==> src/source/histo_macros.svh <==
`ifndef HISTO_MACROS_SVH
`define HISTO_MACROS_SVH

// raw timestamp width from the TDC front end
`define SAMPLE_W 10

// bin = top BIN_W bits of a timestamp
`define BIN_W 4
`define NBINS (1 << `BIN_W)

// per-bin counter, saturating
`define COUNT_W 8

// frame geometry
`define PIXEL_NUM 4
`define ACQ_NUM 8
// samples per pixel per acquisition
`define DATA_NUM 40
`define FRAME_LEN (`PIXEL_NUM * `ACQ_NUM * `DATA_NUM)

// address = {pixel, bin}
`define ADDR_W ($clog2(`PIXEL_NUM) + `BIN_W)
`define MEM_DEPTH (`PIXEL_NUM * `NBINS)

`endif

==> src/source/histPkg.sv <==
`include "histo_macros.svh"

package histPkg;

    // controller phases, CLEAR is the post-reset memory sweep
    typedef enum logic [2:0] {
        CLEAR,
        IDLE,
        ACCUM,
        DRAIN,
        SCAN
    } seqState;

    typedef logic [`BIN_W-1:0] binT;
    typedef logic [`COUNT_W-1:0] countT;
    // pixel index, upper field of the address
    typedef logic [`ADDR_W-`BIN_W-1:0] pixT;
    // {pixel, bin}
    typedef logic [`ADDR_W-1:0] addrT;

endpackage

==> src/source/memPort.sv <==
`timescale 1ns/1ns

// one read port plus one write port into the histogram memory
interface memPort;
    import histPkg::*;

    // read side, rdata one cycle after rEn
    logic rEn;
    addrT raddr;
    countT rdata;

    // write side
    logic wEn;
    addrT waddr;
    countT wdata;

    modport client (
        output rEn, raddr, wEn, waddr, wdata,
        input rdata
    );

    modport memory (
        input rEn, raddr, wEn, waddr, wdata,
        output rdata
    );

endinterface

==> src/source/histRam.sv <==
`timescale 1ns/1ns
`include "histo_macros.svh"

module histRam (
    input logic clk,
    input logic rst,
    input logic scanSel,
    output logic ramReady,
    memPort.memory acc,
    memPort.memory scan
);
    import histPkg::*;

    countT mem [`MEM_DEPTH];
    countT rdata;

    // clear sweep state
    logic clearing;
    addrT clrAddr;

    // selected client
    logic rEnSel;
    logic wEnSel;
    addrT rAddrSel;
    addrT wAddrSel;
    countT wDataSel;

    // scan owns the memory for the whole SCAN phase
    assign rEnSel = scanSel ? scan.rEn : acc.rEn;
    assign rAddrSel = scanSel ? scan.raddr : acc.raddr;
    assign wEnSel = scanSel ? scan.wEn : acc.wEn;
    assign wAddrSel = scanSel ? scan.waddr : acc.waddr;
    assign wDataSel = scanSel ? scan.wdata : acc.wdata;

    // both clients see the same read data
    assign acc.rdata = rdata;
    assign scan.rdata = rdata;

    assign ramReady = ~clearing;

    // one word per cycle, PIXEL_NUM*NBINS cycles total
    always_ff @(posedge clk) begin
        if (rst) begin
            clearing <= 1'b1;
            clrAddr <= '0;
        end else if (clearing) begin
            clrAddr <= clrAddr + 1'b1;
            if (clrAddr == addrT'(`MEM_DEPTH - 1)) begin
                clearing <= 1'b0;
            end
        end
    end

    // read-first, a write shows up on the next cycle's read
    always_ff @(posedge clk) begin
        if (clearing) begin
            mem[clrAddr] <= '0;
        end else if (wEnSel) begin
            mem[wAddrSel] <= wDataSel;
        end
        if (rEnSel) begin
            rdata <= mem[rAddrSel];
        end
    end

endmodule

==> src/source/binUpdater.sv <==
`timescale 1ns/1ns

module binUpdater (
    input logic clk,
    input logic rst,
    input logic updValid,
    input histPkg::addrT updAddr,
    output logic updIdle,
    memPort.client mem
);
    import histPkg::*;

    // stage 1: read data returning
    logic s1Valid;
    addrT s1Addr;

    // stage 2: incremented count being written
    logic s2Valid;
    addrT s2Addr;
    countT s2Count;

    // last cycle's write, memory read in stage 0 missed it
    logic s3Valid;
    addrT s3Addr;
    countT s3Count;

    countT baseCount;
    countT incCount;

    // stage 0 issues the read
    assign mem.rEn = updValid;
    assign mem.raddr = updAddr;

    // stage 2 writes back
    assign mem.wEn = s2Valid;
    assign mem.waddr = s2Addr;
    assign mem.wdata = s2Count;

    // nothing in flight, all writes landed
    assign updIdle = ~(updValid | s1Valid | s2Valid);

    // forwarding, newest write wins
    always_comb begin
        if (s2Valid && (s2Addr == s1Addr)) begin
            baseCount = s2Count;
        end else if (s3Valid && (s3Addr == s1Addr)) begin
            baseCount = s3Count;
        end else begin
            baseCount = mem.rdata;
        end
    end

    // saturate at all ones
    assign incCount = (baseCount == '1) ? baseCount : baseCount + 1'b1;

    always_ff @(posedge clk) begin
        if (rst) begin
            s1Valid <= 1'b0;
            s2Valid <= 1'b0;
            s3Valid <= 1'b0;
        end else begin
            s1Valid <= updValid;
            s2Valid <= s1Valid;
            s3Valid <= s2Valid;
        end
    end

    // payload pipe
    always_ff @(posedge clk) begin
        s1Addr <= updAddr;
        s2Addr <= s1Addr;
        s2Count <= incCount;
        s3Addr <= s2Addr;
        s3Count <= s2Count;
    end

endmodule

==> src/source/peakFinder.sv <==
`timescale 1ns/1ns
`include "histo_macros.svh"

module peakFinder (
    input logic clk,
    input logic rst,
    input logic scanStart,
    output logic scanDone,
    output logic peakValid,
    output histPkg::pixT peakPixel,
    output histPkg::binT peakBin,
    output histPkg::countT peakCount,
    memPort.client mem
);
    import histPkg::*;

    // read address walk over all pixels
    logic scanning;
    addrT scanAddr;

    // address whose data is on rdata this cycle
    logic rdValid;
    addrT rdAddr;

    // running peak of the current pixel
    countT bestCount;
    binT bestBin;

    binT curBin;
    pixT curPix;
    logic takeNew;
    countT newCount;
    binT newBin;

    assign mem.rEn = scanning;
    assign mem.raddr = scanAddr;

    // read-and-clear, zero goes back one cycle after the read
    assign mem.wEn = rdValid;
    assign mem.waddr = rdAddr;
    assign mem.wdata = '0;

    assign curBin = rdAddr[`BIN_W-1:0];
    assign curPix = rdAddr[`ADDR_W-1:`BIN_W];

    // bin 0 restarts the peak, strict compare keeps the lower bin on ties
    assign takeNew = (curBin == '0) || (mem.rdata > bestCount);
    assign newCount = takeNew ? mem.rdata : bestCount;
    assign newBin = takeNew ? curBin : bestBin;

    always_ff @(posedge clk) begin
        if (rst) begin
            scanning <= 1'b0;
            scanAddr <= '0;
            rdValid <= 1'b0;
            peakValid <= 1'b0;
            scanDone <= 1'b0;
        end else begin
            if (scanStart) begin
                scanning <= 1'b1;
                scanAddr <= '0;
            end else if (scanning) begin
                scanAddr <= scanAddr + 1'b1;
                if (scanAddr == addrT'(`MEM_DEPTH - 1)) begin
                    scanning <= 1'b0;
                end
            end
            rdValid <= scanning;
            // one strobe per pixel on its last bin
            peakValid <= rdValid && (curBin == '1);
            // done right after the last pixel's strobe
            scanDone <= peakValid && (peakPixel == pixT'(`PIXEL_NUM - 1));
        end
    end

    always_ff @(posedge clk) begin
        rdAddr <= scanAddr;
        if (rdValid) begin
            bestCount <= newCount;
            bestBin <= newBin;
            if (curBin == '1) begin
                peakPixel <= curPix;
                peakBin <= newBin;
                peakCount <= newCount;
            end
        end
    end

endmodule

==> src/source/histSequencer.sv <==
`timescale 1ns/1ns
`include "histo_macros.svh"

module histSequencer (
    input logic clk,
    input logic rst,
    input logic start,
    input logic sampleValid,
    input logic [`SAMPLE_W-1:0] sample,
    input logic ramReady,
    input logic updIdle,
    input logic scanDone,
    output logic ready,
    output logic busy,
    output logic scanSel,
    output logic updValid,
    output histPkg::addrT updAddr,
    output logic scanStart
);
    import histPkg::*;

    localparam int SAMP_W = $clog2(`DATA_NUM);
    localparam int ACQ_W = $clog2(`ACQ_NUM);

    seqState state;
    seqState nextState;

    // position in the frame, sample is innermost
    logic [SAMP_W-1:0] sampleCnt;
    pixT pixelCnt;
    logic [ACQ_W-1:0] acqCnt;

    logic accept;
    logic lastSample;
    logic busyQ;

    assign ready = (state == ACCUM);
    assign accept = sampleValid & ready;
    assign lastSample = (sampleCnt == SAMP_W'(`DATA_NUM - 1))
        && (pixelCnt == pixT'(`PIXEL_NUM - 1)) && (acqCnt == ACQ_W'(`ACQ_NUM - 1));

    // kick the scan once the pipeline has drained
    assign scanStart = (state == DRAIN) && updIdle;
    assign scanSel = (state == SCAN);
    // drops together with frameDone
    assign busy = busyQ & ~scanDone;

    always_comb begin
        nextState = state;
        case (state)
            CLEAR: if (ramReady) nextState = IDLE;
            IDLE: if (start) nextState = ACCUM;
            ACCUM: if (accept && lastSample) nextState = DRAIN;
            DRAIN: if (updIdle) nextState = SCAN;
            SCAN: if (scanDone) nextState = IDLE;
            default: nextState = IDLE;
        endcase
    end

    always_ff @(posedge clk) begin
        if (rst) begin
            state <= CLEAR;
            busyQ <= 1'b0;
            updValid <= 1'b0;
            sampleCnt <= '0;
            pixelCnt <= '0;
            acqCnt <= '0;
        end else begin
            state <= nextState;
            busyQ <= (nextState != IDLE);
            updValid <= accept;
            if (state == IDLE) begin
                sampleCnt <= '0;
                pixelCnt <= '0;
                acqCnt <= '0;
            end else if (accept) begin
                // wrap sample, then pixel, then acquisition
                if (sampleCnt == SAMP_W'(`DATA_NUM - 1)) begin
                    sampleCnt <= '0;
                    if (pixelCnt == pixT'(`PIXEL_NUM - 1)) begin
                        pixelCnt <= '0;
                        acqCnt <= acqCnt + 1'b1;
                    end else begin
                        pixelCnt <= pixelCnt + 1'b1;
                    end
                end else begin
                    sampleCnt <= sampleCnt + 1'b1;
                end
            end
        end
    end

    // pixel index above the sample's top bits
    always_ff @(posedge clk) begin
        updAddr <= {pixelCnt, sample[`SAMPLE_W-1 -: `BIN_W]};
    end

endmodule

==> src/source/histTop.sv <==
`timescale 1ns/1ns
`include "histo_macros.svh"

module histTop (
    input logic clk,
    input logic rst,
    input logic start,
    input logic sampleValid,
    input logic [`SAMPLE_W-1:0] sample,
    output logic ready,
    output logic busy,
    output logic peakValid,
    output logic frameDone,
    output histPkg::pixT peakPixel,
    output histPkg::binT peakBin,
    output histPkg::countT peakCount
);
    import histPkg::*;

    // sequencer to accumulate pipe
    logic updValid;
    addrT updAddr;
    logic updIdle;

    // scan handshake and memory ownership
    logic scanStart;
    logic scanSel;
    logic ramReady;

    memPort accPort ();
    memPort scanPort ();

    histSequencer seq (
        .clk(clk),
        .rst(rst),
        .start(start),
        .sampleValid(sampleValid),
        .sample(sample),
        .ramReady(ramReady),
        .updIdle(updIdle),
        .scanDone(frameDone),
        .ready(ready),
        .busy(busy),
        .scanSel(scanSel),
        .updValid(updValid),
        .updAddr(updAddr),
        .scanStart(scanStart)
    );

    binUpdater upd (
        .clk(clk),
        .rst(rst),
        .updValid(updValid),
        .updAddr(updAddr),
        .updIdle(updIdle),
        .mem(accPort.client)
    );

    // frame done is the scan done pulse
    peakFinder peak (
        .clk(clk),
        .rst(rst),
        .scanStart(scanStart),
        .scanDone(frameDone),
        .peakValid(peakValid),
        .peakPixel(peakPixel),
        .peakBin(peakBin),
        .peakCount(peakCount),
        .mem(scanPort.client)
    );

    histRam ram (
        .clk(clk),
        .rst(rst),
        .scanSel(scanSel),
        .ramReady(ramReady),
        .acc(accPort.memory),
        .scan(scanPort.memory)
    );

endmodule

==> config.mk <==
export PLATFORM = sky130hd
export DESIGN_NAME = histTop
export DESIGN_NICKNAME = d
export VERILOG_FILES = /design/src/source/histPkg.sv /design/src/source/memPort.sv /design/src/source/histRam.sv /design/src/source/binUpdater.sv /design/src/source/peakFinder.sv /design/src/source/histSequencer.sv /design/src/source/histTop.sv
export VERILOG_INCLUDE_DIRS = /design/src /design/src/source
export SDC_FILE = /design/constraint.sdc
export NUM_CORES = 1
export LEC_CHECK = 0
export BUFFER_PORTS_ARGS = -buffer_cell sky130_fd_sc_hd__buf_2
export CAP_MARGIN = 20
export CORE_AREA = 2 2 271 273
export CTS_CLUSTER_DIAMETER = 150
export CTS_CLUSTER_SIZE = 25
export DETAILED_ROUTE_END_ITERATION = 8
export DIE_AREA = 0 0 273 275
export PLACE_DENSITY = 0.46
export SYNTH_ARGS = -nofsm -noshare
export SYNTH_HDL_FRONTEND = slang
export SYNTH_SLANG_ARGS = --single-unit
==> constraint.sdc <==
create_clock -name clk -period 4 [get_ports clk]
set_input_delay 0.2 -clock clk [delete_from_list [all_inputs] [get_ports clk]]
set_output_delay 0.2 -clock clk [all_outputs]
set_load 0.02 [all_outputs]
## Word level (Yosys, flattened, before mapping)

Memories as Yosys holds them, arrays and structs flattened. A register that Yosys moved wholly into a read port is not among the register bits.
Index checks and enable logic that the tools add are counted.

- Flip-flop bits (word level): 108
- RAM bits: 512
- Input bits: 14
- Output and inout port bits: 18
- Memories: 1

- Add/sub/neg operators: 6
- Magnitude comparators: 1
- Equal/unequal tests: 15
- Mux-type cells: 31
- Bitwise logic cells: 6
- Reduce and logical (&&, ||, !) cells: 17

Memories:

| name | words | width | rd ports | clocked after Yosys merged registers in | wr ports | RTL line | text |
|---|---|---|---|---|---|---|---|
| ram.mem | 64 | 8 | 1 | 1 | 1 | histRam.sv:14 | `` countT mem [`MEM_DEPTH]; `` |

Operators by type and width:

| kind | number |
|---|---|
| $mux W8 | 6 |
| $mux W6 | 4 |
| $add A6 B1 Y6 const B | 3 |
| $eq A6 B6 Y1 const B | 3 |
| $mux W3 | 5 |
| $pmux W3 S5 | 1 |
| $mux W1 | 13 |
| $eq A6 B6 Y1 | 2 |
| $add A8 B1 Y8 const B | 1 |
| $eq A8 B8 Y1 const B | 1 |
| $gt A8 B8 Y1 | 1 |
| $logic_and A1 B1 Y1 | 8 |
| $reduce_or A8 Y1 | 1 |
| $eq A3 B2 Y1 const B | 2 |
| $eq A3 B3 Y1 const B | 2 |
| $eq A2 B2 Y1 const B | 2 |
| $eq A4 B4 Y1 const B | 1 |
| $logic_not A4 Y1 | 1 |
| $mux W4 | 1 |
| $reduce_and A2 Y1 | 2 |
| $reduce_or A2 Y1 | 2 |
| $add A3 B1 Y3 const B | 1 |
| $eq A3 B1 Y1 const B | 1 |
| $logic_not A3 Y1 | 1 |
| other kinds (8) | 11 |

## Depth between registers and ports, before layout

Gate-level depths: netlist of run 1.

- Depth after elaboration: 7
- Mapped depth: 13
- Gate-level depth less buffers: 11

## By module

A second synthesis of run 1 with hierarchy kept.

- Cells, all modules: 2,452
- Area, all modules: 29,007.8 µm²

Modules (own cells, without submodules):

| module | instances | cells an instance | area each (µm²) | sequential area each (µm²) |
|---|---|---|---|---|
| histRam | 1 | 2,101 | 24,953.9 | 15,755.1 |
| peakFinder | 1 | 130 | 1,756.7 | 1,101.1 |
| binUpdater | 1 | 132 | 1,407.6 | 740.7 |
| histSequencer | 1 | 89 | 889.6 | 440.4 |

## Worst setup path after synthesis of run 1

No wires, ideal clock.

- Path kind: register to register
- Start: register seq.state[0]
- End: memory ram.mem[4][0] (netlist bit), enable pin
- Arrival: 2.805 ns
- Data required time: 3.630 ns
- Path slack: 0.824 ns
- Stages on the path, launching flop included: 10
- Buffers on the path: 3
- Clock period less this slack: 3.176 ns
- Cells stage by stage: dfxtp_1 > buf_6 > or3b_1 > buf_2 > mux2i_2 > nor2_1 > mux2_2 > or3_1 > buf_2 > nor2_1

- Word-level cells in the longest chain between the ends: 7

Ends and longest elaborated chain:

| what | RTL line | text |
|---|---|---|
| from (decl) | histSequencer.sv:25 | `seqState state;` |
| from (signal assigned) | histSequencer.sv:69 | `state <= nextState;` |
| $eq A3 B3 Y1 * | histSequencer.sv:44 | `assign scanSel = (state == SCAN);` |
| $mux W1 | histRam.sv:31 | `assign wEnSel = scanSel ? scan.wEn : acc.wEn;` |
| $mux W1 | histRam.sv:58 | `end else if (wEnSel) begin` |
| $mux W1 | histRam.sv:56 | `if (clearing) begin` |
| $mux W1 (implied by the code) | histRam.sv:59 | `mem[wAddrSel] <= wDataSel;` |
| $reduce_or A8 Y1 (no line) | -- |  |
| $mux W6 (no line) / $mux W1 (equally long branches) | -- |  |
| to (decl) | histRam.sv:14 |  |

Every way passes the cells marked *; elsewhere a longest branch is shown, timed or not.

## Worst setup path in the final report of run 1

- Start: register seq.state[2]
- End: memory ram.mem[21][5] (netlist bit), enable pin

The elaborated chain is that of the path after synthesis.

==> results of run 1 <==
[registers in the layout (all words and copies together) (netlist names), 4 cells and up]
name            count
upd.mem.waddr       6
peak.peakCount      8
upd.mem.wdata       8
ram.mem           512
seq.sampleCnt       6
upd.s1Addr          6
peak.bestBin        4
peak.peakBin        4
upd.s3Count         8
peak.bestCount      8
peak.mem.raddr      6
upd.s3Addr          6
ram.clrAddr         6
seq.updAddr         6
ram.acc.rdata       8
peak.mem.waddr      6
[cell families after synthesis]
| kind of cell | synth area share (%) |
|---|---|
| AND/OR/NAND/NOR | 10.9 |
| buffers and inverters | 2.07 |
| multiplexers | 6.52 |
| adder cells (fa/ha/maj) | 0.749 |
| flip-flops | 72.0 |
| AO/OA/AOI/OAI | 6.87 |
| XOR/XNOR | 0.944 |
[worst max-delay path, cell delays in order (launching register included)]
cell	delay (ns)
dfxtp_1	0.44
or3b_2	0.70
mux2i_2	0.28
nor2_1	0.17
buf_4	0.26
nor2_1	0.08
a21oi_1	0.37
nand3_1	0.31
nor2_1	0.70
[worst min path at each step]
stage                 from  cells after the start        endpoint
2_1_floorplan    sample[6]                      0  seq.updAddr[0]
3_5_place_dp     sample[9]                      1  seq.updAddr[3]
5_1_grt        sampleValid                      3    seq.updValid
6_report       sampleValid                      3    seq.updValid
4_1_cts        sampleValid                      3    seq.updValid
3_3_place_gp     sample[7]                      1  seq.updAddr[1]
[power breakdown]
part | leakage, µW | switching [µW] | total (µW) | internal [µW]
sequential | 0.00583 | 21.0 | 7080 | 7050
combinational | 0.00347 | 326 | 493 | 167
clock | 0.000396 | 2020 | 3420 | 1400
[layer usage]
layer	vias to the layer above	share of wire (%)	wire, µm	track usage, %
li1	6850	-	-	-
met1	7392	46	29700	23.9
met2	310	47	30500	28.1
met3	69	4.6	2940	2.16
met4	4	2.1	1330	3.91
met5	-	0.034	22	0
[per-stage QoR]
step | instances | setup slack (ns) | utilization, % | instance area, µm²
after global placement | 2784 | 0.334 | 37.5 | 27100
after detailed placement | 2784 | 0.246 | 37.5 | 27100
after CTS | 2843 | 0.230 | 38.7 | 28000
after global routing | 2844 | 0.00645 | 38.7 | 28000
after floorplan | 1761 | 0.824 | - | 25100
final | 2844 | 0.292 | 38.7 | 28000
[synthesized netlist by cell type (14+ instances only)]
master	count	area share, %
dfxtp_1	82	6.5
nor2_1	104	1.6
mux2_2	17	0.76
a21oi_1	75	1.5
o22ai_1	17	0.42
nand4_1	40	1.0
clkbuf_1	27	0.40
buf_2	43	0.86
and3_1	15	0.37
xor2_1	14	0.49
nand3_1	94	1.9
mux2i_1	135	5.4
nand2_1	253	3.8
ha_1	15	0.75
a32oi_1	25	0.87
edfxtp_1	546	65
a22o_1	40	1.4
[layout by cell type (no fill, tap or decap), drive strengths merged, types with 52 or more instances in the layout]
cell type / Yosys / final
a21oi: 76 / 76
buf: 65 / 157
clkbuf: 27 / 52
dfxtp: 82 / 82
edfxtp: 546 / 546
mux2i: 137 / 137
nand2: 253 / 253
nand3: 95 / 95
nor2: 107 / 107
[area by class of cell]
type                       instances  share of cell area [%]
clock buffer                      52                    2.90
clock inverter                     1                   0.107
inverter                          11                   0.147
multi-input combinational       1030                    23.4
sequential                       628                    64.4
tap                              959                    4.28
timing repair buffer             163                    4.75
==> results_dict.tcl, run 1 <==
set metrics [dict create \
    synth-edff-count 546 \
    rrSetupSlack_ns 0.29 \
    drt-total-wl_um 64500 \
    fillers 6866 \
    reg2reg_from "seq.state[2]" \
    synth.distinct_cells 69 \
    wl_per_cell_um 22.7 \
    antenna_cells 0 \
    static-leakage-power_uw 0.00970 \
    cts_max_level 1 \
    path_clk_slew_ns 0.10 \
    grt_start_max_net_pins 68 \
    worst_slew_pin_slew_ns 0.932 \
    start_util_pct 34.6 \
    drc 0 \
    antenna_found_initial 2 \
    grt_pass1_wl_um 95200 \
    synthArstFlopShare_pct 0 \
    numCtsBuffers 29 \
    critPathCapture "ram.mem[21][5]" \
    yosysSeqAreaShare_pct 72.0 \
    hold_class "in2reg" \
    hold_buffers 6 \
    crit_type "reg2reg" \
    multiInputGateArea_um2 6560 \
    globalplace.congestion 0.809 \
    p_total_uw 11000 \
    rr_worst_depth 8 \
    cts_buffer_depth 3 \
    end_kind "flip-flop" \
    grt_overflow 0 \
    syn-num-nets 1790 \
    seqCellArea_um2 18000 \
    root_buffer "clkbuf_16" \
    portBuffers 25 \
    final_nets 1892 \
    core_area_um2 72300 \
    num_rows 99 \
    drtIter0Drc 1074 \
    max_clock_freq_mhz 270 \
    area_growth_syn_to_layout_pct 11.8 \
    maxCapViolCount 0 \
    setup_viol 0 \
    drive_gt1_share_pct 12.7 \
    skew_ns 0.0300 \
    grt_pass1_vias 14300 \
    cts_resized 0 \
    vdd_drop_max_uv 320 \
    route.vias.total 14600 \
    top_level_ports 32 \
    tns_ns 0 \
    insertion_delay_ns 0.62 \
    powerDensity_nw_per_um2 392 \
    die_h_um 275 \
    critPathLaunch "seq.state[2]" \
    dieArea_um2 75100 \
    ys_ff_latch 628 \
    grt_setup_unrepaired "false" \
    syn_inst 1761 \
    grt_usage_pct 17.0 \
    reg2reg_to "ram.mem[21][5]" \
    dr.pass1.iters 5 \
    postRouteAntennaNets 0 \
    viasPerCell 5.14 \
    crit_fanout 17 \
    crit_path_start_kind "flip-flop" \
    synth.yosys.warnings 0 \
    maxSlewHeadroom_pct 37.7 \
    syn_area_per_cell_um2 14.2 \
    dpl.hpwl_um 41600 \
    status "finished clean" \
    die_x_um 273 \
    hold_ws_ns 0.112 \
    hold_viol 0 \
    worst_ep_required_time_ns 4.24 \
    critical_path_arrival_ns 3.95 \
    cts_tree "yes" \
    fin_crit_ns 3.71 \
    slew_viol_final 0 \
    synth_ff_type "edfxtp_1" \
    mappedNetlistArea_um2 25100 \
    post_cts_buffers 0 \
    cts_sinks 628 \
    fin_crit_sh_pct 92.7 \
]
No activity file was read; power rests on OpenSTA's default activity.
==> run 2, diff against run 1 <==
--- a/config.mk
+++ b/config.mk
@@ -9,6 +9,7 @@
 export BUFFER_PORTS_ARGS = -buffer_cell sky130_fd_sc_hd__buf_2
 export CAP_MARGIN = 20
 export CORE_AREA = 2 2 271 273
+export CTS_BUF_LIST = sky130_fd_sc_hd__clkbuf_4 sky130_fd_sc_hd__clkbuf_8
 export CTS_CLUSTER_DIAMETER = 150
 export CTS_CLUSTER_SIZE = 25
 export DETAILED_ROUTE_END_ITERATION = 8
==> results_dict.tcl, run 2 (synthesis gave the netlist of run 1 again) <==
set metrics [dict create \
    status "finished clean" \
    maxCapViolCount 0 \
    portBuffers 25 \
    cts_sinks 628 \
    fin_crit_sh_pct 92.4 \
    skew_ns 0.0456 \
    fillers 6913 \
    dpl.hpwl_um 41600 \
    cts_tree "yes" \
    worst_slew_pin_slew_ns 0.917 \
    rrSetupSlack_ns 0.30 \
    numCtsBuffers 29 \
    max_clock_freq_mhz 271 \
    hold_class "in2reg" \
    die_x_um 273 \
    globalplace.congestion 0.809 \
    root_buffer "clkbuf_8" \
    final_common_cell "edfxtp_1" \
    core_area_um2 72300 \
    static-leakage-power_uw 0.00963 \
    wl_met3_um 2380 \
    area_growth_syn_to_layout_pct 10.9 \
    crit_type "reg2reg" \
    antenna_found_initial 1 \
    grt_overflow 0 \
    wl_met2_um 31100 \
    die_h_um 275 \
    critical_path_arrival_ns 4.02 \
    tns_ns 0 \
    wl_met1_um 30500 \
    grt_setup_unrepaired "false" \
    insertion_delay_ns 0.70 \
    cts_buffer_depth 3 \
    grt_pass1_vias 14200 \
    post_cts_buffers 0 \
    grt_usage_pct 17.0 \
    num_rows 99 \
    postRouteAntennaNets 0 \
    route.vias.total 14600 \
    grt_pass1_wl_um 95700 \
    dr.pass1.iters 5 \
    final_nets 1893 \
    viasPerCell 5.14 \
    top_layer_used "met4" \
    wl_per_cell_um 22.7 \
    drc 0 \
    maxSlewHeadroom_pct 38.6 \
    setup_viol 0 \
    grt_start_max_net_pins 68 \
    layout_common_cells "546 x edfxtp_1, 253 x nand2_1, 135 x mux2i_1" \
    drive_gt1_share_pct 13.9 \
    vdd_drop_max_uv 229 \
    path_clk_slew_ns 0.15 \
    worst_ep_required_time_ns 4.33 \
    top_level_ports 32 \
    crit_path_start_kind "flip-flop" \
    p_total_uw 10400 \
    powerDensity_nw_per_um2 375 \
    drt-total-wl_um 64600 \
    hold_viol 0 \
    start_util_pct 34.6 \
    cts_max_level 1 \
    slew_viol_final 0 \
    regMostFlops "ram.mem" \
    drtIter0Drc 1063 \
    end_kind "flip-flop" \
    largest_register_ffs 512 \
    crit_fanout 17 \
    fin_crit_ns 3.70 \
    dieArea_um2 75100 \
]
-- run 2: final cells by class --
class	count	area (µm²)	area share (%)
sequential	628	18000	64.9
multi-input combinational	1030	6570	23.6
timing repair buffer	164	1340	4.82
tap	959	1200	4.32
clock buffer	52	572	2.06
inverter	11	41.3	0.149
clock inverter	1	30.0	0.108
antenna	1	2.50	0.00901
-- run 2: layer usage --
metal | GRT usage [%] | vias to the layer above
met5 | 0 | -
met4 | 2.40 | 0
met3 | 1.67 | 41
met2 | 28.7 | 295
met1 | 24.5 | 7466
li1 | - | 6838
-- run 2: report_power, final --
| group | switching [µW] | internal [µW] |
|---|---|---|
| registers | 21.0 | 7060 |
| clock network | 1930 | 915 |
| logic | 327 | 168 |
| total | 2280 | 8140 |
-- run 2: final timing paths --
check	from	endpoint	depth (start not counted)
worst min-delay path	sample[9]	seq.updAddr[3]	2
worst max-delay path	seq.state[2]	ram.mem[21][5]	8
worst max register to register	seq.state[2]	ram.mem[21][5]	8
worst min register to register	upd.mem.waddr[5]	upd.s3Addr[5]	0
-- run 2: critical path, stage by stage, from the launching register on --
cell and delay [ns]:
dfxtp_1 0.46, or3b_2 0.71, mux2i_2 0.28, nor2_1 0.17, buf_4 0.26, nor2_1 0.08, a21oi_1 0.37, nand3_1 0.30
nor2_1 0.69
-- run 2: repair_timing --
item,4_1_cts,5_1_grt
hold buffers,7,0
endpoints found under the hold margin,22,0
endpoints found under the setup margin,0,8
gates resized for setup,0,1
-- run 2: through the flow --
| step | area [µm²] | instances | worst slack [ns] | hold slack (ns) | util (%) |
|---|---|---|---|---|---|
| after floorplan | 25100 | 1761 | 0.824 | 0.228 | - |
| after global placement | 27100 | 2784 | 0.334 | 0.304 | 37.5 |
| after detailed placement | 27100 | 2784 | 0.246 | 0.305 | 37.5 |
| after CTS | 27800 | 2844 | 0.224 | 0.0788 | 38.4 |
| after global routing | 27800 | 2846 | 0.0187 | 0.0922 | 38.4 |
| final | 27800 | 2846 | 0.304 | 0.142 | 38.4 |
